`config.mk`:
```
export PLATFORM = sky130hd
export DESIGN_NAME = ev_write_sequencer
export DESIGN_NICKNAME = d
export VERILOG_FILES = /design/src/hw/ev_pkg.sv /design/src/hw/ev_write_sequencer.sv
export SDC_FILE = /design/constraint.sdc
export NUM_CORES = 1
export LEC_CHECK = 0
export ABC_AREA = 0
export BUFFER_PORTS_ARGS = -buffer_cell sky130_fd_sc_hd__buf_4
export CAP_MARGIN = 0
export CORE_UTILIZATION = 51
export DETAILED_ROUTE_END_ITERATION = 8
export PLACE_DENSITY_LB_ADDON = 0.3
export SYNTH_ARGS = -nofsm -noshare
export SYNTH_HDL_FRONTEND = slang
export SYNTH_SLANG_ARGS = --single-unit
```
`constraint.sdc`:
```
create_clock -name memclk_i -period 2.35 [get_ports memclk_i]
set_clock_uncertainty 0.05 [all_clocks]
set_input_delay 0.1175 -clock memclk_i [delete_from_list [all_inputs] [get_ports memclk_i]]
set_output_delay 0.1175 -clock memclk_i [all_outputs]
set_load 0.05 [all_outputs]
```
`src/hw/ev_pkg.sv`:
```
package ev_pkg;

    // one input beat is six 12-bit samples
    localparam int BEAT_W = 72;
    localparam int SAMPLE_W = 12;
    // a beat splits into three 24-bit chunks of six nybbles each
    localparam int CHUNK_W = 24;
    localparam int CHUNKS_PER_BEAT = 3;
    localparam int NYB_PER_CHUNK = 6;

    // three 32-bit banks, A B and C, make up one 96-bit stored word
    localparam int BANK_W = 32;
    localparam int NUM_BANKS = 3;
    localparam int BYTES_PER_BANK = 4;
    localparam int BYTES_PER_WORD = 12;

    // upper address comes from outside, lower address is generated here
    localparam int UADDR_W = 8;
    localparam int LADDR_W = 2;
    localparam int WADDR_W = UADDR_W + LADDR_W;
    // read side addresses single bytes inside a bank
    localparam int RADDR_W = WADDR_W + 2;

    // sample order letters count up from 'A'
    localparam logic [7:0] ORDER_BASE_CHAR = 8'h41;
    // straight capture, readout bytes come out as BA, DC, FE
    localparam logic [8*NYB_PER_CHUNK-1:0] DEF_SAMPLE_ORDER = "FEDCBA";

    typedef logic [BEAT_W-1:0] beat_t;

    // one-hot write phase, bit n is phase n
    typedef logic [3:0] phase_t;
    localparam phase_t PHASE_0 = 4'b0001;
    localparam phase_t PHASE_1 = 4'b0010;
    localparam phase_t PHASE_2 = 4'b0100;
    localparam phase_t PHASE_3 = 4'b1000;
    // phase 3 is where a fresh burst begins
    localparam phase_t PHASE_RESET = PHASE_3;

    // write into one bank
    typedef struct packed {
        logic [WADDR_W-1:0] addr;
        logic [3:0]         be;
        // low means the bank keeps the address it last latched
        logic               addr_en;
        logic [BANK_W-1:0]  data;
    } bank_wr_t;

    typedef struct packed {
        bank_wr_t c;
        bank_wr_t b;
        bank_wr_t a;
    } bank_wr_set_t;

    // read request, one bank bit at most
    typedef struct packed {
        logic [NUM_BANKS-1:0] sel;
        logic [RADDR_W-1:0]   raddr;
    } rd_req_t;

    // one stored word, seen as bank words on the write side
    // and as a byte stream on the read side
    typedef union packed {
        logic [NUM_BANKS-1:0][BANK_W-1:0]     bank;
        logic [BYTES_PER_WORD-1:0][7:0]       bytes;
    } stored_word_u;

endpackage
```
`src/hw/ev_write_sequencer.sv`:
```
`timescale 1ns/1ps
module ev_write_sequencer #(
    parameter int RUN_DELAY = 0
) (
    input  logic                        memclk_i,
    input  logic                        reset_laddr_delay_i,
    input  logic                        channel_run_i,
    input  logic [ev_pkg::UADDR_W-1:0]  bram_uaddr_i,
    output ev_pkg::phase_t              phase_o,
    output logic [ev_pkg::WADDR_W-1:0]  waddr_o,
    output logic                        wr_en_o,
    output logic [ev_pkg::UADDR_W-1:0]  uaddr_o
);
    import ev_pkg::*;

    // run level after the programmable delay
    logic                run_d;
    logic                run_prev_q;
    logic                start;
    // lower address clears off the start pulse
    logic                reset_laddr;
    phase_t              phase_q;
    logic [WADDR_W-1:0]  lcnt_q;
    logic [UADDR_W-1:0]  uaddr_q;
    logic                wr_en_q;

    // delay line for the run level
    generate
        if (RUN_DELAY == 0) begin : g_no_delay
            assign run_d = channel_run_i;
        end else begin : g_delay
            logic [RUN_DELAY-1:0] run_sr_q;

            always_ff @(posedge memclk_i) begin
                if (reset_laddr_delay_i) begin
                    run_sr_q <= '0;
                end else begin
                    run_sr_q <= RUN_DELAY'({run_sr_q, channel_run_i});
                end
            end
            assign run_d = run_sr_q[RUN_DELAY-1];
        end
    endgenerate

    // rising edge of the delayed run
    assign start = run_d & ~run_prev_q;
    assign reset_laddr = start;

    // the beat sampled with start already sees phase 3
    assign phase_o = start ? PHASE_RESET : phase_q;

    always_ff @(posedge memclk_i) begin
        if (reset_laddr_delay_i) begin
            run_prev_q <= 1'b0;
            phase_q    <= PHASE_RESET;
            lcnt_q     <= '0;
            uaddr_q    <= '0;
            wr_en_q    <= 1'b0;
        end else begin
            run_prev_q <= run_d;
            // one-hot rotation from 3 through 0, 1 and 2
            phase_q <= {phase_o[2:0], phase_o[3]};
            // three words per four beats so the count holds once in phase 1
            if (reset_laddr) begin
                lcnt_q <= '0;
            end else if (!phase_o[1]) begin
                lcnt_q <= lcnt_q + 1'b1;
            end
            // upper address only taken at the start of a burst
            if (start) begin
                uaddr_q <= bram_uaddr_i;
            end
            // second stage behind the delayed run lines up with the holding words
            wr_en_q <= run_d;
        end
    end

    // word address of the holding words being written this cycle
    assign waddr_o = {uaddr_q, {LADDR_W{1'b0}}} + lcnt_q;
    assign wr_en_o = wr_en_q;
    assign uaddr_o = uaddr_q;

    // a burst ends after a whole number of 4-beat groups
    a_whole_groups : assert property (
        @(posedge memclk_i) disable iff (reset_laddr_delay_i)
        $fell(run_d) |-> (phase_q == PHASE_RESET)
    );

endmodule

```
-- Word level (Yosys, flattened, before mapping)
Cells that the tools add are included.
- bitwise operators: 2
- reductions and logical operators: 1
- $add $sub $neg: 2
- mux-type cells: 1
- operator list (cell ; number):
    $add 10x1->10 const B ; 1
    $add 10x10->10 ; 1
    $mux 4 ; 1
    $reduce_or 2->1 ; 1
    $and 1x1->1 ; 1
    $not 1->1 ; 1
- register bits: 23
- bits of input ports: 11
- word-level logic and storage cells: 10
- output and inout port bits: 23

-- Depth between registers and ports, before layout
- depth after elaboration: 3
- mapped depth: 7
- gate-level depth less buffers: 7

-- Worst setup path after synthesis
Ideal clock, no wire load.
- kind: register to output
- from: register uaddr_q[0], in the netlist uaddr_o[0]
- to: output port waddr_o[6] in the netlist's numbering
- slack: -0.148 ns
- cell stages (with the launch flop): 7
- data required time: 2.183 ns
- buffers on the path: 0
- arrival time: 2.331 ns
- cell sequence: dfxtp_1 > ha_1 > inv_1 > fa_1 > nor2b_1 > o21ai_0 > a21oi_1
- longest elaborated chain between the ends: 1
- RTL lines (element ; RTL line ; source):
    from (decl) ; ev_write_sequencer.sv:24 ; logic [UADDR_W-1:0] uaddr_q;
    from (signal assigned) ; ev_write_sequencer.sv:71 ; uaddr_q <= bram_uaddr_i;
    $add 10x10->10 ; ev_write_sequencer.sv:79 ; assign waddr_o = {uaddr_q, {LADDR_W{1'b0}}} + lcnt_q;
    to (decl) ; ev_write_sequencer.sv:10 ; output logic [ev_pkg::WADDR_W-1:0] waddr_o,
Every way passes these cells.

-- Worst setup path in the final report
- from: register lcnt_q[2]
- to: output port waddr_o[8] in the netlist's numbering
- longest elaborated chain between the ends: 1
- RTL lines (element ; RTL line ; source):
    from (decl) ; ev_write_sequencer.sv:23 ; logic [WADDR_W-1:0] lcnt_q;
    from (signal assigned) ; ev_write_sequencer.sv:67 ; lcnt_q <= lcnt_q + 1'b1;
    $add 10x10->10 ; ev_write_sequencer.sv:79 ;
Every way passes these cells.

==> flow_summary.ini <==
[status]
run_status = finished, final reports clean

[cts]
clkLatencyLatePin_ps = 300
cts_tree = done
h-tree-depth = 1
cts.reportedPaths.clkPinSlew_ps = 120
cts.sinks = 23
cts-root-buf = clkbuf_4
cts_buffers = 3
clk_path_buf_depth = 2

[cells_and_area]
most-common-layout-cells = buf_4, nand2_1, dfxtp_1, a21oi_1, nor2_1
antenna_cells = 0
final_common_cell = buf_4
regArea_um2 = 468
multi_input_area_um2 = 772
synthToLayoutAreaGrowth_pct = 31.1
nNetsFinal = 202
fillerInstances = 176
final_area_um2 = 1630
drive_gt1_frac = 0.337

[global_routing]
grt_pass1_wl_um = 4710
antenna_found_initial = 0
globalRouteTotalUtil = 0.239
grt_overflow = 0
grt_pass1_vias = 1079
grt_max_degree = 16

[synth]
synth-seq-area-share = 0.371
syn_inst = 145
synth_nets = 165
synth-seq-cells = 23
syn_avg_cell_area_um2 = 8.57
synthDistinctLibCells = 39
netlist_area_um2 = 1240
yosysWarnings = 0

[timing]
rsz0062_at_grt = yes
finalHoldViolations = 0
finalCritPeriodShare = 0.989
worst_slew_pin_slew_ps = 422
worst_slew_margin_rel = 0.719
slew_violations = 0
setup_violations = 0
max_freq_mhz = 430
post-route-min-period_ps = 2320
fin_setup_tns_ps = 0

[pwr]
peakVddDrop_mv = 0.345
power.leakage_nw = 0.688
powerDensity_nw_per_um2 = 491

[critical_path]
rr_startpoint = wr_en_o
rr_endpoint = lcnt_q[8]
end_kind = primary output
reg2regPathDepth = 4
r2r_slack_ps = 740
cp_data_arrival_time_ps = 2160
crit_type = reg -> out
cp-startpoint = lcnt_q[2]
worstPathRequired_ps = 2180
startpoint_type = flop
worst-path-max-fanout = 3

[route]
vias = 1135
firstDrtPassIters = 4
drcViolationCount = 0
totalWireLength_um = 2820
antenna_left = 0
drt_iter0_drc = 18
vias_per_cell = 5.43
wire_per_inst_um = 13.5

[floorplan]
die_h_um = 51.4
die-area_um2 = 2640
die_w_um = 51.4
design.core.area_um2 = 2250
rows = 17
pin_count = 34
start_util = 0.551

[hold_path]
hold_path_startpoint = bram_uaddr_i[7]
timing.hold.worst_path_depth = 3
hold_path_class = in -> reg
holdPathEnd = uaddr_o[7]

[flow_run]
cap_violations = 0

[place]
dpl.hpwl_um = 2150
place_area_um2 = 1500
io_buffers = 33
gp_congestion = 0.784
==> what timing repair did <==
item | CTS | global route
setup endpoints to repair | 1 | 3
gates resized for setup | 5 | 11
hold buffers | 2 | 0
pin swaps | 0 | 3
buffers inserted | 0 | 3
endpoints found under the hold margin | 2 | 0
==> cells in the mapped netlist <==
cell type   n  area (um2)
nand4_2     1        12.5
a211o_1     1        8.76
buf_2       1        5.00
a2111oi_2   2        30.0
or2_4       1        8.76
nor2_1     11        41.3
o21ai_0     6        30.0
nand2b_4    1        13.8
o211ai_2    1        12.5
o221a_2     1        11.3
ha_1        8         100
o21bai_1    1        7.51
a21oi_1    16        80.1
a41oi_1     1        8.76
o41ai_1     1        8.76
o31a_1      1        8.76
inv_2       1        3.75
fa_1        1        20.0
buf_4       2        15.0
and2_1      3        18.8
nand2b_1    2        12.5
or3_1       4        25.0
nor3_1      1        5.00
or4_1       1        7.51
xnor2_1     7        61.3
dfxtp_1    23         460
clkbuf_1    3        11.3
xor2_1      2        17.5
nor2b_1     4        25.0
o211ai_1    1        7.51
and2b_1     1        7.51
a21o_1      1        7.51
nand2_1    19        71.3
o21a_1      1        7.51
or2_1       1        6.26
nand3_1     2        10.0
o311ai_1    1        8.76
inv_1       8        30.0
a211oi_1    2        15.0
==> worst max-delay path, stage by stage, from the launching register on <==
cell     delay (ps)
dfxtp_4         380
ha_4            170
inv_2            60
fa_2            220
nor2b_2          50
o31a_1          310
or4_4           420
nand3_2          90
buf_6           150
==> area by class of cell <==
| cell class | instances | share of cell area |
|---|---|---|
| sequential | 23 | 0.287 |
| inverter | 9 | 0.0207 |
| clock buffer | 4 | 0.0161 |
| multi-input combinational | 107 | 0.474 |
| tap | 28 | 0.0215 |
| timing repair buffer | 38 | 0.180 |
==> routing by layer <==
layer / wire length (um) / track usage
met2: 1360 / 0.412
met1: 1260 / 0.291
met4: 55 / 0.0676
met3: 144 / 0.0625
met5: 0 / 0
==> stage by stage <==
step | hold slack, ps | instances | setup slack [ps] | power (mW) | util
after floorplan | 139 | 145 | -12.8 | 0.566 | -
after global placement | 316 | 200 | 357 | 0.620 | 0.664
after detailed placement | 326 | 200 | 298 | 0.624 | 0.664
after CTS | 0.0524 | 206 | 5.18 | 0.803 | 0.690
after global routing | 1.59 | 209 | -29.2 | 0.837 | 0.723
final | 4.76 | 209 | 26.8 | 0.800 | 0.723
==> registers in the layout, summed over array words and instances, names as in the netlist <==
| signal | count |
|---|---|
| lcnt_q | 10 |
| wr_en_o | 1 |
| phase_q | 4 |
| uaddr_o | 8 |
==> worst max-delay path by stage <==
| stage | slack (ps) | depth (start not counted) | end |
|---|---|---|---|
| after floorplan | -10 | 5 | waddr_o[8] |
| after global placement | 360 | 8 | waddr_o[8] |
| after detailed placement | 300 | 8 | waddr_o[8] |
| after CTS | 5 | 6 | waddr_o[8] |
| after global routing | -30 | 8 | waddr_o[8] |
| final | 30 | 8 | waddr_o[8] |
==> power by group <==
group | internal, mW | switching [mW]
Sequential | 0.404 | 0.0151
Combinational | 0.0705 | 0.134
Clock | 0.0661 | 0.111
==> logic make-up after synthesis <==
| kind of cell | share of synthesized area |
|---|---|
| adders and majority gates | 0.0967 |
| xor gates and xnor gates | 0.0634 |
| DFF | 0.371 |
| and+or+nand+nor | 0.213 |
| buffers and inverters | 0.0524 |
| AOI/OAI and AO/OA | 0.203 |
Note: power is estimated with default switching activity, not from simulation.
