**config.mk**
```make
export PLATFORM = sky130hd
export DESIGN_NAME = ev_lane_packer
export DESIGN_NICKNAME = d
export VERILOG_FILES = /design/src/hw/ev_pkg.sv /design/src/hw/ev_lane_packer.sv
export SDC_FILE = /design/constraint.sdc
export NUM_CORES = 1
export LEC_CHECK = 0
export BUFFER_PORTS_ARGS = -buffer_cell sky130_fd_sc_hd__buf_2
export CORE_MARGIN = 8
export CORE_UTILIZATION = 51
export CTS_BUF_LIST = sky130_fd_sc_hd__clkbuf_2 sky130_fd_sc_hd__clkbuf_4 sky130_fd_sc_hd__clkbuf_8
export DETAILED_ROUTE_END_ITERATION = 8
export PLACE_DENSITY = 0.95
export SKIP_CTS_REPAIR_TIMING = 1
export SYNTH_ARGS = -nofsm -noshare
export SYNTH_HDL_FRONTEND = slang
export SYNTH_SLANG_ARGS = --single-unit
```
**constraint.sdc**
```tcl
create_clock -name memclk_i -period 1.8 [get_ports memclk_i]
set_clock_uncertainty 0.05 [all_clocks]
set_input_delay 0.09 -clock memclk_i [delete_from_list [all_inputs] [get_ports memclk_i]]
set_output_delay 0.09 -clock memclk_i [all_outputs]
set_load 0.005 [all_outputs]
```
**src/hw/ev_pkg.sv**
```systemverilog
package ev_pkg;

    // one input beat is six 12-bit samples
    localparam int BEAT_W = 72;
    localparam int SAMPLE_W = 12;
    // a beat splits into three 24-bit chunks of six nybbles each
    localparam int CHUNK_W = 24;
    localparam int CHUNKS_PER_BEAT = 3;
    localparam int NYB_PER_CHUNK = 6;

    // three 32-bit banks, A B and C, make up one 96-bit stored word
    localparam int BANK_W = 32;
    localparam int NUM_BANKS = 3;
    localparam int BYTES_PER_BANK = 4;
    localparam int BYTES_PER_WORD = 12;

    // upper address comes from outside, lower address is generated here
    localparam int UADDR_W = 8;
    localparam int LADDR_W = 2;
    localparam int WADDR_W = UADDR_W + LADDR_W;
    // read side addresses single bytes inside a bank
    localparam int RADDR_W = WADDR_W + 2;

    // sample order letters count up from 'A'
    localparam logic [7:0] ORDER_BASE_CHAR = 8'h41;
    // straight capture, readout bytes come out as BA, DC, FE
    localparam logic [8*NYB_PER_CHUNK-1:0] DEF_SAMPLE_ORDER = "FEDCBA";

    typedef logic [BEAT_W-1:0] beat_t;

    // one-hot write phase, bit n is phase n
    typedef logic [3:0] phase_t;
    localparam phase_t PHASE_0 = 4'b0001;
    localparam phase_t PHASE_1 = 4'b0010;
    localparam phase_t PHASE_2 = 4'b0100;
    localparam phase_t PHASE_3 = 4'b1000;
    // phase 3 is where a fresh burst begins
    localparam phase_t PHASE_RESET = PHASE_3;

    // write into one bank
    typedef struct packed {
        logic [WADDR_W-1:0] addr;
        logic [3:0]         be;
        // low means the bank keeps the address it last latched
        logic               addr_en;
        logic [BANK_W-1:0]  data;
    } bank_wr_t;

    typedef struct packed {
        bank_wr_t c;
        bank_wr_t b;
        bank_wr_t a;
    } bank_wr_set_t;

    // read request, one bank bit at most
    typedef struct packed {
        logic [NUM_BANKS-1:0] sel;
        logic [RADDR_W-1:0]   raddr;
    } rd_req_t;

    // one stored word, seen as bank words on the write side
    // and as a byte stream on the read side
    typedef union packed {
        logic [NUM_BANKS-1:0][BANK_W-1:0]     bank;
        logic [BYTES_PER_WORD-1:0][7:0]       bytes;
    } stored_word_u;

endpackage
```
**src/hw/ev_lane_packer.sv**
```systemverilog
`timescale 1ns/1ps
module ev_lane_packer #(
    parameter logic [47:0] SAMPLE_ORDER = ev_pkg::DEF_SAMPLE_ORDER
) (
    input  logic                        memclk_i,
    input  logic                        reset_laddr_delay_i,
    input  ev_pkg::beat_t               dat_i,
    input  ev_pkg::phase_t              phase_i,
    input  logic [ev_pkg::WADDR_W-1:0]  waddr_i,
    input  logic                        wr_en_i,
    output ev_pkg::bank_wr_set_t        wr_o
);
    import ev_pkg::*;

    // reordered chunks with chunk 0 from the low 24 bits of the beat
    logic [CHUNKS_PER_BEAT-1:0][CHUNK_W-1:0] chunk;
    // A, B and C holding words
    stored_word_u  hold_q;
    // phase that loaded the holding words
    phase_t        wph_q;
    logic [3:0]    be_a;
    logic [3:0]    be_b;
    logic [3:0]    be_c;

    // output nybble i takes input nybble (letter i - 'A')
    for (genvar c = 0; c < CHUNKS_PER_BEAT; c++) begin : g_chunk
        for (genvar n = 0; n < NYB_PER_CHUNK; n++) begin : g_nyb
            localparam int SRC = int'(SAMPLE_ORDER[8*n +: 8] - ORDER_BASE_CHAR);
            assign chunk[c][4*n +: 4] = dat_i[CHUNK_W*c + 4*SRC +: 4];
        end
    end

    always_ff @(posedge memclk_i) begin
        if (reset_laddr_delay_i) begin
            wph_q <= PHASE_RESET;
        end else begin
            wph_q <= phase_i;
        end
    end

    // phase-steered loads of the holding words
    always_ff @(posedge memclk_i) begin
        // A0..A2 skip phase 2 and still hold chunk2 of the phase 1 beat
        if (!phase_i[2]) begin
            unique case (1'b1)
                phase_i[3]: hold_q.bank[0][23:0] <= chunk[0];
                phase_i[0]: hold_q.bank[0][23:0] <= chunk[1];
                default:    hold_q.bank[0][23:0] <= chunk[2];
            endcase
        end
        // A3 and B0..B1 mix lanes and take the muxed value in phases 0 and 2
        if (phase_i[0]) begin
            hold_q.bank[0][31:24] <= chunk[2][7:0];
            hold_q.bank[1][15:0]  <= chunk[2][23:8];
        end else if (phase_i[2]) begin
            hold_q.bank[0][31:24] <= chunk[0][7:0];
            hold_q.bank[1][15:0]  <= chunk[0][23:8];
        end else begin
            hold_q.bank[0][31:24] <= chunk[1][7:0];
            hold_q.bank[1][15:0]  <= chunk[1][23:8];
        end
        // B2..B3 and C0 travel together
        if (phase_i[1]) begin
            hold_q.bank[1][31:16] <= chunk[0][15:0];
            hold_q.bank[2][7:0]   <= chunk[0][23:16];
        end else if (phase_i[2]) begin
            hold_q.bank[1][31:16] <= chunk[1][15:0];
            hold_q.bank[2][7:0]   <= chunk[1][23:16];
        end else begin
            hold_q.bank[1][31:16] <= chunk[2][15:0];
            hold_q.bank[2][7:0]   <= chunk[2][23:16];
        end
        // C1..C3 take a whole chunk
        unique case (1'b1)
            phase_i[0]: hold_q.bank[2][31:8] <= chunk[0];
            phase_i[1]: hold_q.bank[2][31:8] <= chunk[1];
            default:    hold_q.bank[2][31:8] <= chunk[2];
        endcase
    end

    // byte enables follow the loading phase and stay low while not writing
    always_comb begin
        be_a = {4{~wph_q[1]}};
        be_b = {{2{~wph_q[0]}}, {2{~wph_q[1]}}};
        be_c = {{3{~wph_q[3]}}, ~wph_q[0]};
        if (!wr_en_i) begin
            be_a = '0;
            be_b = '0;
            be_c = '0;
        end
    end

    always_comb begin
        wr_o.a.addr    = waddr_i;
        wr_o.a.be      = be_a;
        wr_o.a.addr_en = 1'b1;
        wr_o.a.data    = hold_q.bank[0];
        wr_o.b.addr    = waddr_i;
        wr_o.b.be      = be_b;
        wr_o.b.addr_en = 1'b1;
        wr_o.b.data    = hold_q.bank[1];
        // C finishes the previous word in phase 0
        wr_o.c.addr    = waddr_i;
        wr_o.c.be      = be_c;
        wr_o.c.addr_en = ~wph_q[0];
        wr_o.c.data    = hold_q.bank[2];
    end

    // phase 0 writes bank C at the word address latched by the write just before
    a_c_addr_latched : assert property (
        @(posedge memclk_i) disable iff (reset_laddr_delay_i)
        (wr_en_i && wph_q[0]) |-> $past(wr_en_i)
    );

endmodule

```
# After elaboration in Yosys (flattened, before gate mapping)
# Index checks and enable logic that the tools add are counted.
# word_totals
in_bits	89
wordCells	15
out_inout_bits	141
reg_bits	100
# op_classes
bitwise_logic	3
n_mux	9
# ops
cell	n
$mux W24	4
$pmux W24 S2	2
$mux W4	3
$not A1 Y1	3

# Depth between registers and ports, before layout
# Gate-level depths: netlist of run 1.
# depth
ltp_word	2
depth_mapped	5
ltp_nobuf	2

# Worst setup path after synthesis of run 1
# Ideal clock, no wire load.
# synth_timing
kind	input port to flip-flop
start	input phase_i[2]
end	register hold_q[0] (netlist bit), enable pin
setup_time_ns	0.350
t_arrival_ns	0.785
required_time_ns	1.400
setup_slack_ns	0.616
stages	4
path_buffers	3
path_cell_list	buf_4 > buf_8 > buf_12 > inv_2
# synth_lines
element	line_no	text
start: declaration	ev_lane_packer.sv:8	input ev_pkg::phase_t phase_i,
end: declaration	ev_lane_packer.sv:18	stored_word_u hold_q;
# No word-level cell between the ends.

# Worst setup path in the final report of run 1
# layout_timing
start	input dat_i[1]
end	register hold_q[73] (netlist bit)
# layout_via
elab_chain_len	1
# layout_rtl
element	line_no	text
start: declaration	ev_lane_packer.sv:7	input ev_pkg::beat_t dat_i,
$pmux W24 S2	ev_lane_packer.sv:74	unique case (1'b1)
# No other way between the ends.
# A chain may end at the register's enable or synchronous reset.

==> results of run 1 <==
-- per-stage QoR --
step                      area, um^2  power, uW
after global placement          5120       3430
after CTS                       5330       4910
after detailed placement        5120       3480
final                           5860       4970
after global routing            5860       5190
after floorplan                 4530       3110
-- path summary, 6_finish.rpt --
| path | startpoint | endpoint | slack [ns] | cells past startpoint |
|---|---|---|---|---|
| min | dat_i[47] | hold_q[71] | 0.001 | 3 |
| max | dat_i[1] | hold_q[73] | 0.29 | 5 |
-- routing by layer --
| layer | wire length (um) | global-route usage (%) | vias to the layer above |
|---|---|---|---|
| met5 | 0 | 0 | - |
| met4 | 460 | 9.23 | 0 |
| met3 | 1100 | 5.41 | 40 |
| met2 | 6680 | 34.2 | 166 |
| met1 | 4870 | 20.8 | 1846 |
| li1 | - | - | 1845 |
-- critical path: stages --
cell	delay, ns
sky130_fd_sc_hd__dlygate4sd3_1	0.56
sky130_fd_sc_hd__buf_2	0.15
sky130_fd_sc_hd__a22o_1	0.20
sky130_fd_sc_hd__a21o_1	0.17
sky130_fd_sc_hd__dlygate4sd3_1	0.54
-- sequential cells by signal, summed over array words and instances (netlist names) --
signal,cells
hold_q,96
wph_q,3
-- power by group through the flow --
| stage | Clock [uW] | Sequential [uW] | Combinational (uW) |
|---|---|---|---|
| after detailed placement | 0 | 2600 | 882 |
| final | 1440 | 2540 | 980 |
| after global placement | 0 | 2590 | 846 |
| after CTS | 1480 | 2550 | 884 |
| after floorplan | 0 | 2620 | 493 |
| after global routing | 1560 | 2560 | 1070 |
-- area by class of cell --
type | count | area (um^2) | area share (%)
clock buffers | 10 | 138 | 2.35
clock inverters | 6 | 65.1 | 1.11
inverters | 2 | 7.51 | 0.128
multi-input cells | 250 | 1750 | 29.9
flip-flops and latches | 99 | 2220 | 37.9
well taps | 108 | 135 | 2.31
repair buffers | 248 | 1540 | 26.3
-- cell usage in the layout (no fill, tap or decap) --
cell / instances
sky130_fd_sc_hd__bufinv_16: 1
sky130_fd_sc_hd__buf_4: 8
sky130_fd_sc_hd__clkinv_4: 3
sky130_fd_sc_hd__a21o_1: 48
sky130_fd_sc_hd__clkinv_2: 1
sky130_fd_sc_hd__dlygate4sd3_1: 53
sky130_fd_sc_hd__buf_2: 186
sky130_fd_sc_hd__clkinv_1: 1
sky130_fd_sc_hd__conb_1: 2
sky130_fd_sc_hd__inv_2: 1
sky130_fd_sc_hd__inv_1: 1
sky130_fd_sc_hd__or2_1: 1
sky130_fd_sc_hd__nor2_4: 2
sky130_fd_sc_hd__nor2b_1: 5
sky130_fd_sc_hd__edfxtp_1: 24
sky130_fd_sc_hd__buf_12: 1
sky130_fd_sc_hd__o21ai_1: 48
sky130_fd_sc_hd__dfxtp_1: 75
sky130_fd_sc_hd__clkbuf_8: 10
sky130_fd_sc_hd__nand2_1: 48
sky130_fd_sc_hd__a22o_1: 48
sky130_fd_sc_hd__mux2i_1: 48
-- cell families after synthesis --
| family | after synthesis |
|---|---|
| simple gates | 56 |
| buf+inv | 75 |
| flops | 99 |
| mux | 48 |
| compound gates | 144 |
| other cells | 1 |
==> results, run 1 <==
- The static leakage power is 0.00301 uW.
- The overall global routing resource usage is 19.3%.
- The count of flip-flops with a built-in enable after synthesis is 24.
- The count of input and output buffers is 187.
- The fraction of the mapped netlist area in compound gates is 22.6%.
- Entering global routing, the biggest net connects 43 pins.
- For this configuration, the core starts out at a cell density of 52.1%.
- After synthesis, the mean cell area works out to 10.7 um^2.
- After Yosys synthesis, XOR and XNOR cells account for 0% of the synthesized area.
- The die is 110 um tall.
- The fraction of registers with async set/reset is 0%.
- The smallest setup slack after layout is 0.288 ns.
- The number of instances in the placed design is 654.
- Headroom to the max-slew limit came out at 51.4%.
- The die is 110 um wide.
- The yosys synthesis warning count is 0.
- The register area share after synthesis is 49.1%.
- Synthesis inferred 99 register bits.
- Setup repair after global routing left no endpoint under its margin.
- After synthesis, the most frequently instantiated cells are 75 x sky130_fd_sc_hd__dfxtp_1, 51 x sky130_fd_sc_hd__buf_4.
- The number of antenna violations at the first check in global routing is 0.
- The setup total negative slack is 0 ns.
- CTS built an H-tree with a depth of 3.
- The total number of vias is 3897.
- The final critical path takes up 84.0% of the cycle.
- The run finished with clean final reports.
- The count of non-filler cells in the finished layout is 723.
- The top cell type by area accounts for 33.2% of the synthesized area.
- After detailed routing, the number of remaining DRC violations is 0.
- Synthesis handed over a netlist of 423 instances.
- The worst setup path is captured at a flip-flop.
- Summed over all nets, the half-perimeter wirelength after detailed placement is 8.94 mm.
- By instance count, the leading cell after synthesis is sky130_fd_sc_hd__dfxtp_1.
- Compared with the post-synthesis result, the final layout area differs by 29.6%.
- The detailed-route wire length per cell is 18.1 um.
- The cell-internal power is 3670 uW.
- After synthesis, the largest family of logic cells by area is compound AO/OA/AOI/OAI gates.
- The proportion of synthesized area in mux cells is 10.6%.
- Using the TritonRoute via totals, the vias-per-cell ratio works out to 5.39.
- For the worst setup path, the data arrival time is 1.71 ns.
- The slew at the pin closest to its max-slew limit is 0.727 ns.
- After detailed routing, the total wire length is 13.1 mm.
- The worst setup timing slack at the placement stage is 0.400 ns.
- The final hold violation count is 0.
- The layout cell share with drive strength beyond 1 is 34.6%.
- The worst-case IR drop observed on VDD is 472 uV.
- The via count of the first global-routing pass is 3628.
- In this run, the combinational gates consume 19.7% of the power.
- The number of DRC markers in iteration 0 is 185.
- In this run, distinct cell masters in the synthesized netlist total 19.
- After Yosys synthesis, and, or, nand and nor cells account for 5.31% of the synthesized area.
- The total overflow left after global routing is 0.
- The part of the power in the clock network is 29.1%.
- The path category of the worst min-delay check is primary input to flip-flop.
- The root cell of the clock tree is sky130_fd_sc_hd__clkbuf_8.
- The power per unit of standard cell area is 848 nW/um^2.
- The cell area that synthesis handed to floorplanning was 4520 um^2.
- The clock tree from TritonCTS is built.
- The worst setup path is launched from a primary input.
- The clock tree buffer depth is 2.
- The clock slew at the register clock pins of the worst setup and hold paths is 0.10 ns.
- The final-layout fill cell count is 675.
- Of the total power, registers draw 51.2%.
- The tree built by TritonCTS fans out to 99 sinks.
- The switching part of the total power is 26.1%.
- The post-synthesis adder-cell area fraction is 0%.
- For this run, the post-layout net count is 699.
- The floorplan has 34 rows.
- The routed design could run at a clock period as short as 1.51 ns.
- 230 I/O pins were placed.
- The number of pins with negative max-slew slack in the final report is 0.
- The peak fanout along the critical path is 4.
- The first TritonRoute pass finished after 5 iterations.
- The number of failing setup endpoints in the final timing report is 0.
- The die covers 12100 um^2.
- Summed over all nets, the switching power comes to 1300 uW.
- The most used flip-flop cell after synthesis is sky130_fd_sc_hd__dfxtp_1.
- Across the run, the number of max-cap violations was 0.
- The final cell utilization of the core is 67.5%.
- In this run the standard cell core region covers 8680 um^2.
- The worst setup path is of the primary input to flip-flop kind.
- The largest total area in the synthesized netlist belongs to sky130_fd_sc_hd__dfxtp_1.
- The first global-routing pass estimated 18.2 mm of wire.
- The critical path data required time is 2.00 ns.
- Across all hold checks on the routed design, the worst slack comes to 0.00137 ns.
- The final RePlAce weighted congestion is 0.799.
- The highest achievable clock rate is 0.661 GHz.
- By area the synthesized netlist is led by sky130_fd_sc_hd__dfxtp_1 33%, sky130_fd_sc_hd__edfxtp_1 16%, sky130_fd_sc_hd__mux2i_1 11%.
- The detail route stage leaves a number of antenna-violating nets equal to 0.
- The repair_antennas step left the layout with diodes totalling 0.
- Counting the buffers created by CTS gives 9.
No activity file was read; power rests on OpenSTA's default activity.
==> inputs of run 2 (changes only) <==
--- a/config.mk
+++ b/config.mk
@@ -7,10 +7,10 @@
 export LEC_CHECK = 0
 export BUFFER_PORTS_ARGS = -buffer_cell sky130_fd_sc_hd__buf_2
 export CORE_MARGIN = 8
-export CORE_UTILIZATION = 51
+export CORE_UTILIZATION = 47
 export CTS_BUF_LIST = sky130_fd_sc_hd__clkbuf_2 sky130_fd_sc_hd__clkbuf_4 sky130_fd_sc_hd__clkbuf_8
 export DETAILED_ROUTE_END_ITERATION = 8
-export PLACE_DENSITY = 0.95
+export PLACE_DENSITY = 0.9
 export SKIP_CTS_REPAIR_TIMING = 1
 export SYNTH_ARGS = -nofsm -noshare
 export SYNTH_HDL_FRONTEND = slang
==> constraint.sdc (replaced) <==
create_clock -name memclk_i -period 1.55 [get_ports memclk_i]
set_clock_uncertainty 0.05 [all_clocks]
set_input_delay 0.0775 -clock memclk_i [delete_from_list [all_inputs] [get_ports memclk_i]]
set_output_delay 0.0775 -clock memclk_i [all_outputs]
set_load 0.005 [all_outputs]
==> results, run 2 (same netlist as run 1, synthesis figures left out) <==
- The run finished, with violations left.
- The checks that failed: hold timing.
- The count of input and output buffers is 187.
- The critical path goes through dlygate4sd3_1, buf_2, a22o_1, a21o_1, dlygate4sd3_1.
- The number of DRC markers in iteration 0 is 264.
- Timing would allow up to 0.667 GHz.
- The stage delay of the slowest cell on the critical path is 0.55 ns.
- The layout cell share with drive strength beyond 1 is 34.8%.
- In the final layout, flip-flops and latches occupy 2220 um^2.
- The worst setup path endpoint is hold_q[75].
- Total power for the finished layout comes to 5820 uW.
- The number of violations of the max-capacitance limit is 0.
- The number of pins with negative max-slew slack in the final report is 0.
- Setup repair after global routing left no endpoint under its margin.
- The clock tree buffer depth is 2.
- At the end of routability-driven placement, the weighted congestion stood at 0.779.
- The worst setup path is launched from a primary input.
- The worst setup path is captured at a flip-flop.
- The total number of nets in the final design is 711.
- The path category of the worst min-delay check is primary input to flip-flop.
- The first TritonRoute pass finished after 4 iterations.
- Clock-pin slew was measured on the worst setup and hold paths at 0.10 ns.
- The tightest hold path in the finished design has a slack of -0.00544 ns.
- For the final routed database, the setup TNS stands at 0 ns.
- The total number of vias is 3973.
- The area of the multi-input gates is 1750 um^2.
- Excluding fillers, the count of instances in the completed layout stands at 761.
- The die is 114 um wide.
- IR analysis of the VDD net gives a maximum drop of 478 uV.
- The number of antenna violations at the first check in global routing is 1.
- The master of the slowest instance on the critical path is sky130_fd_sc_hd__dlygate4sd3_1.
- At the pin with the least slew margin, the transition time is 0.626 ns.
- Global routing used 18.5% of the available tracks.
- Cells fill 63.2% of the core in the end.
- The most frequent standard cell in the layout excluding fill and tap cells is sky130_fd_sc_hd__buf_2.
- The analysis attributes to cell leakage a power of 0.00306 uW.
- The maximum level of the CTS H-tree is 3.
- The area of the core is 9550 um^2.
- The peak fanout along the critical path is 4.
- Entering global routing, the biggest net connects 47 pins.
- The first-pass GRT wire length is 19.1 mm.
- TritonCTS built the clock tree.
- By instance count, the cell type seen most on the critical path is sky130_fd_sc_hd__dlygate4sd3_1.
- Leaving out fill and tap cells, the most frequent cells in the layout are 186 x sky130_fd_sc_hd__buf_2, 75 x sky130_fd_sc_hd__dfxtp_1, 61 x sky130_fd_sc_hd__dlygate4sd3_1.
- 230 I/O pins were placed.
- Measured along the y axis, the die boundary spans 114 um.
- In the routed layout, each cell is associated on average with a via count of 5.22.
- The root cell of the clock tree is sky130_fd_sc_hd__clkbuf_8.
- The die covers 13000 um^2.
- Data arrives at the worst endpoint at 1.71 ns.
- The total global routing overflow is 0.
- The via count of the first global-routing pass is 3800.
- The critical path data required time is 1.76 ns.
- The final hold violation count is 4.
- The final-layout fill cell count is 734.
- The placed wire-length estimate is 9.36 mm.
- The number of clock buffers added by TritonCTS is 9.
- The timing startpoint of the critical path is dat_i[27].
- The number of instances in the placed design is 683.
- After floorplanning, the core was divided into 36 placement rows.
- The path type of the worst setup path is primary input to flip-flop.
- The initial utilization of the core area, before any placement, comes to 47.4%.
- Compared with the post-synthesis result, the final layout area differs by 33.5%.
- The tree built by TritonCTS fans out to 99 sinks.
- Measured against its own limit, the worst slew margin works out to 58.2%.
- Of the available clock period, the critical path in the final layout requires 96.8%.
- The detailed-route wire length per cell is 18.1 um.
- For the finished layout, the period the worst path requires is 1.50 ns.
- The register with the most flip-flops in the layout has 96 of them.
- Setup violations remaining at the end of the flow were counted as 0.
- Once detail routing completed, the nets flagged for antenna violations numbered 0.
- The final routed DRC violation total is 0.
- Power spread over the standard cell area amounts to 964 nW/um^2.
- Wires add up to 13.8 mm.
-- run 2: worst min-delay path by stage --
stage          slack (ns)                start    endpoint  cells after the start
2_1_floorplan         0.1  reset_laddr_delay_i    wph_q[0]                      1
3_3_place_gp         0.11           waddr_i[1]    wr_o[85]                      0
3_5_place_dp         0.11           waddr_i[1]    wr_o[85]                      0
4_1_cts             -0.17  reset_laddr_delay_i    wph_q[0]                      2
5_1_grt            -0.003            dat_i[37]  hold_q[37]                      3
6_report           -0.005            dat_i[35]  hold_q[35]                      3
-- run 2: worst max-delay path: cells and delay by family --
family / cells / cell delay, ns
AO/OA/AOI/OAI: 2 / 0.39
buffers and inverters: 3 / 1.24
-- run 2: routing by layer --
metal  share of wire [%]  global-route usage [%]  vias to the layer above
met2                  52                    33.0                      172
met1                  36                    18.6                     1883
met3                 7.9                    6.07                       49
li1                    -                       -                     1869
met5                   0                       0                        -
met4                 4.0                    10.9                        0
-- run 2: cell type report --
cell class / instances / area share, %
flip-flops and latches: 99 / 36.8
clock inverters: 4 / 0.871
clock buffers: 12 / 2.43
well taps: 133 / 2.76
diodes: 1 / 0.0415
repair buffers: 260 / 28.0
multi-input cells: 250 / 29.0
inverters: 2 / 0.124
-- run 2: where the power goes --
group          total [uW]  switching, uW  internal [uW]  leakage, uW
Combinational        1190            573            613      0.00210
Sequential           2960           69.7           2890     0.000867
Clock                1670            872            802    0.0000931
Total                5820           1510           4300      0.00306
-- run 2: stage by stage --
step	hold slack [ns]	worst slack (ns)	area, um^2
after floorplan	0.0991	0.378	4530
after global placement	0.105	0.214	5220
after detailed placement	0.105	0.167	5220
after CTS	-0.174	0.254	5420
after global routing	-0.00323	0.0429	6040
final	-0.00544	0.0498	6040
==> inputs of run 3 (changes only) <==
--- a/config.mk
+++ b/config.mk
@@ -6,11 +6,14 @@
 export NUM_CORES = 1
 export LEC_CHECK = 0
 export BUFFER_PORTS_ARGS = -buffer_cell sky130_fd_sc_hd__buf_2
+export CELL_PAD_IN_SITES_DETAIL_PLACEMENT = 1
+export CELL_PAD_IN_SITES_GLOBAL_PLACEMENT = 2
 export CORE_MARGIN = 8
-export CORE_UTILIZATION = 47
+export CORE_UTILIZATION = 27
 export CTS_BUF_LIST = sky130_fd_sc_hd__clkbuf_2 sky130_fd_sc_hd__clkbuf_4 sky130_fd_sc_hd__clkbuf_8
+export CTS_CLUSTER_SIZE = 30
 export DETAILED_ROUTE_END_ITERATION = 8
-export PLACE_DENSITY = 0.9
+export PLACE_DENSITY = 0.89
 export SKIP_CTS_REPAIR_TIMING = 1
 export SYNTH_ARGS = -nofsm -noshare
 export SYNTH_HDL_FRONTEND = slang
==> results, run 3 (same netlist as run 1, synthesis figures left out) <==
- The die is 145 um tall.
- In this run the clock root is driven by a sky130_fd_sc_hd__clkbuf_8.
- The maximum level of the CTS H-tree is 3.
- The final routed DRC violation total is 0.
- The wire length reported by the detailed router is 16.5 mm.
- The flow ran to the end, but the final reports show violations.
- Of all nets on the critical path, the largest fanout is 4.
- The checks that failed: hold timing.
- IR analysis of the VDD net gives a maximum drop of 352 uV.
- The critical path data required time is 1.76 ns.
- In this run the deepest clock path goes through 2 buffers.
- The final critical path time including I/O delays and setup is 1.52 ns.
- For the worst setup path, the data arrival time is 1.73 ns.
- In the layout the commonest cells are 186 x sky130_fd_sc_hd__buf_2, 81 x sky130_fd_sc_hd__dlygate4sd3_1, 75 x sky130_fd_sc_hd__dfxtp_1.
- The detailed-route wire length per cell is 18.9 um.
- After layout, the worst path uses 97.8% of the clock period.
- The final cell utilization of the core is 38.4%.
- The worst setup path endpoint is hold_q[75].
- For the pin with the worst max-slew slack, the measured transition is 0.813 ns.
- Routability-driven placement finished with a final weighted congestion of 0.750.
- After detailed placement, the total cell area comes to 5360 um^2.
- On the final layout, the worst hold slack is -0.0113 ns.
- The area of the core is 16500 um^2.
- Leaving out fill and tap cells, the most frequent cell in the layout is sky130_fd_sc_hd__buf_2.
- The clock slew at the register clock pins of the worst setup and hold paths is 0.09 ns.
- The total number of vias is 4040.
- Setup repair after global routing left no endpoint under its margin.
- The number of search-and-repair iterations in the first detailed-routing pass is 4.
- Entering global routing, the biggest net connects 41 pins.
- The flip-flop count of the largest register, all copies and words added is 96.
- The x dimension of the die is 145 um.
- The placed wire-length estimate is 11.1 mm.
- The number of failing setup endpoints in the final timing report is 0.
- The via count of the first global-routing pass is 4204.
- The number of nets with antenna violations after routing is 0.
- The layout cell share with drive strength beyond 1 is 33.7%.
- The category of the worst setup path launch point is a primary input.
- Once the floorplan was initialized, standard cells occupied 27.5% of the core.
- 230 I/O pins were placed.
- The path category of the worst min-delay check is primary input to flip-flop.
- The final hold violation count is 5.
- The area growth from synthesis to final layout is 40.0%.
- In the routed layout, each cell is associated on average with a via count of 4.64.
- The number of buffers created by CTS is 9.
- The detailed router finished its first iteration with 153 violations.
- The initialized floorplan defines 47 standard-cell rows.
- The total global routing overflow is 0.
- The timing startpoint of the critical path is dat_i[27].
- The path type of the worst setup path is primary input to flip-flop.
- The worst setup path is captured at a flip-flop.
- For this design the ratio of total power to cell area is 904 nW/um^2.
- The count of input and output buffers is 187.
- Derived from the worst setup path, the maximum achievable clock frequency is 0.660 GHz.
- Across the run, the number of max-cap violations was 0.
- In the final design database the tool counted 734 nets.
- The worst slew margin relative to its limit is 45.7%.
- In this run the static leakage power is 0.00316 uW.
- The first-pass GRT wire length is 23.7 mm.
- The number of pins with negative max-slew slack in the final report is 0.
- The floorplan step defined a die boundary enclosing 21100 um^2.
- Once layout is done, the placed cells without fillers occupy 6330 um^2.
- The overall global routing resource usage is 14.1%.
- The clock drives 99 sinks.
- The startpoint of the worst hold path is dat_i[41].
- The clock tree from TritonCTS is built.
- The setup total negative slack is 0 ns.
- The number of antenna violations at the first check in global routing is 2.
-- run 3: metal layers --
layer	global-route usage [%]	routed length (um)	vias up
met1	15.8	6580	1951
met4	5.26	396	0
met5	0	0	-
met2	24.1	8400	140
li1	-	-	1908
met3	5.04	1090	41
-- run 3: where the power goes --
part / leakage, uW / internal (uW) / total (uW) / switching [uW]
Clock: 0.0000872 / 599 / 1470 / 870
Sequential: 0.000867 / 2890 / 2960 / 73.1
Combinational: 0.00220 / 672 / 1290 / 614
-- run 3: critical path, stage by stage --
cell                            delay (ns)
sky130_fd_sc_hd__dlygate4sd3_1        0.54
sky130_fd_sc_hd__buf_2                0.15
sky130_fd_sc_hd__a22o_1               0.24
sky130_fd_sc_hd__a21o_1               0.16
sky130_fd_sc_hd__dlygate4sd3_1        0.56
-- run 3: cell type report --
type	instances	area [um^2]
multi-input combinational	250	1750
fill	1913	10100
sequential	99	2220
tap	220	275
antenna	2	5.00
clock inverter	4	18.8
inverter	2	7.51
timing repair buffer	283	1910
clock buffer	11	139
-- run 3: per-stage QoR --
step | setup WS [ns] | power [uW] | std cells
global placement | 0.231 | 4070 | 773
CTS | 0.283 | 5600 | 788
detailed placement | 0.142 | 4110 | 773
floorplan | 0.378 | 3620 | 424
global route | 0.0512 | 6030 | 871
finish | 0.0339 | 5720 | 871
-- run 3: worst min-delay path by stage --
| stage | cells past startpoint | slack (ns) | end |
|---|---|---|---|
| global placement | 0 | 0.11 | wr_o[40] |
| detailed placement | 0 | 0.11 | wr_o[40] |
| CTS | 2 | -0.18 | wph_q[1] |
| finish | 3 | -0.01 | hold_q[65] |
| global route | 3 | -0.02 | hold_q[44] |
| floorplan | 1 | 0.1 | wph_q[0] |
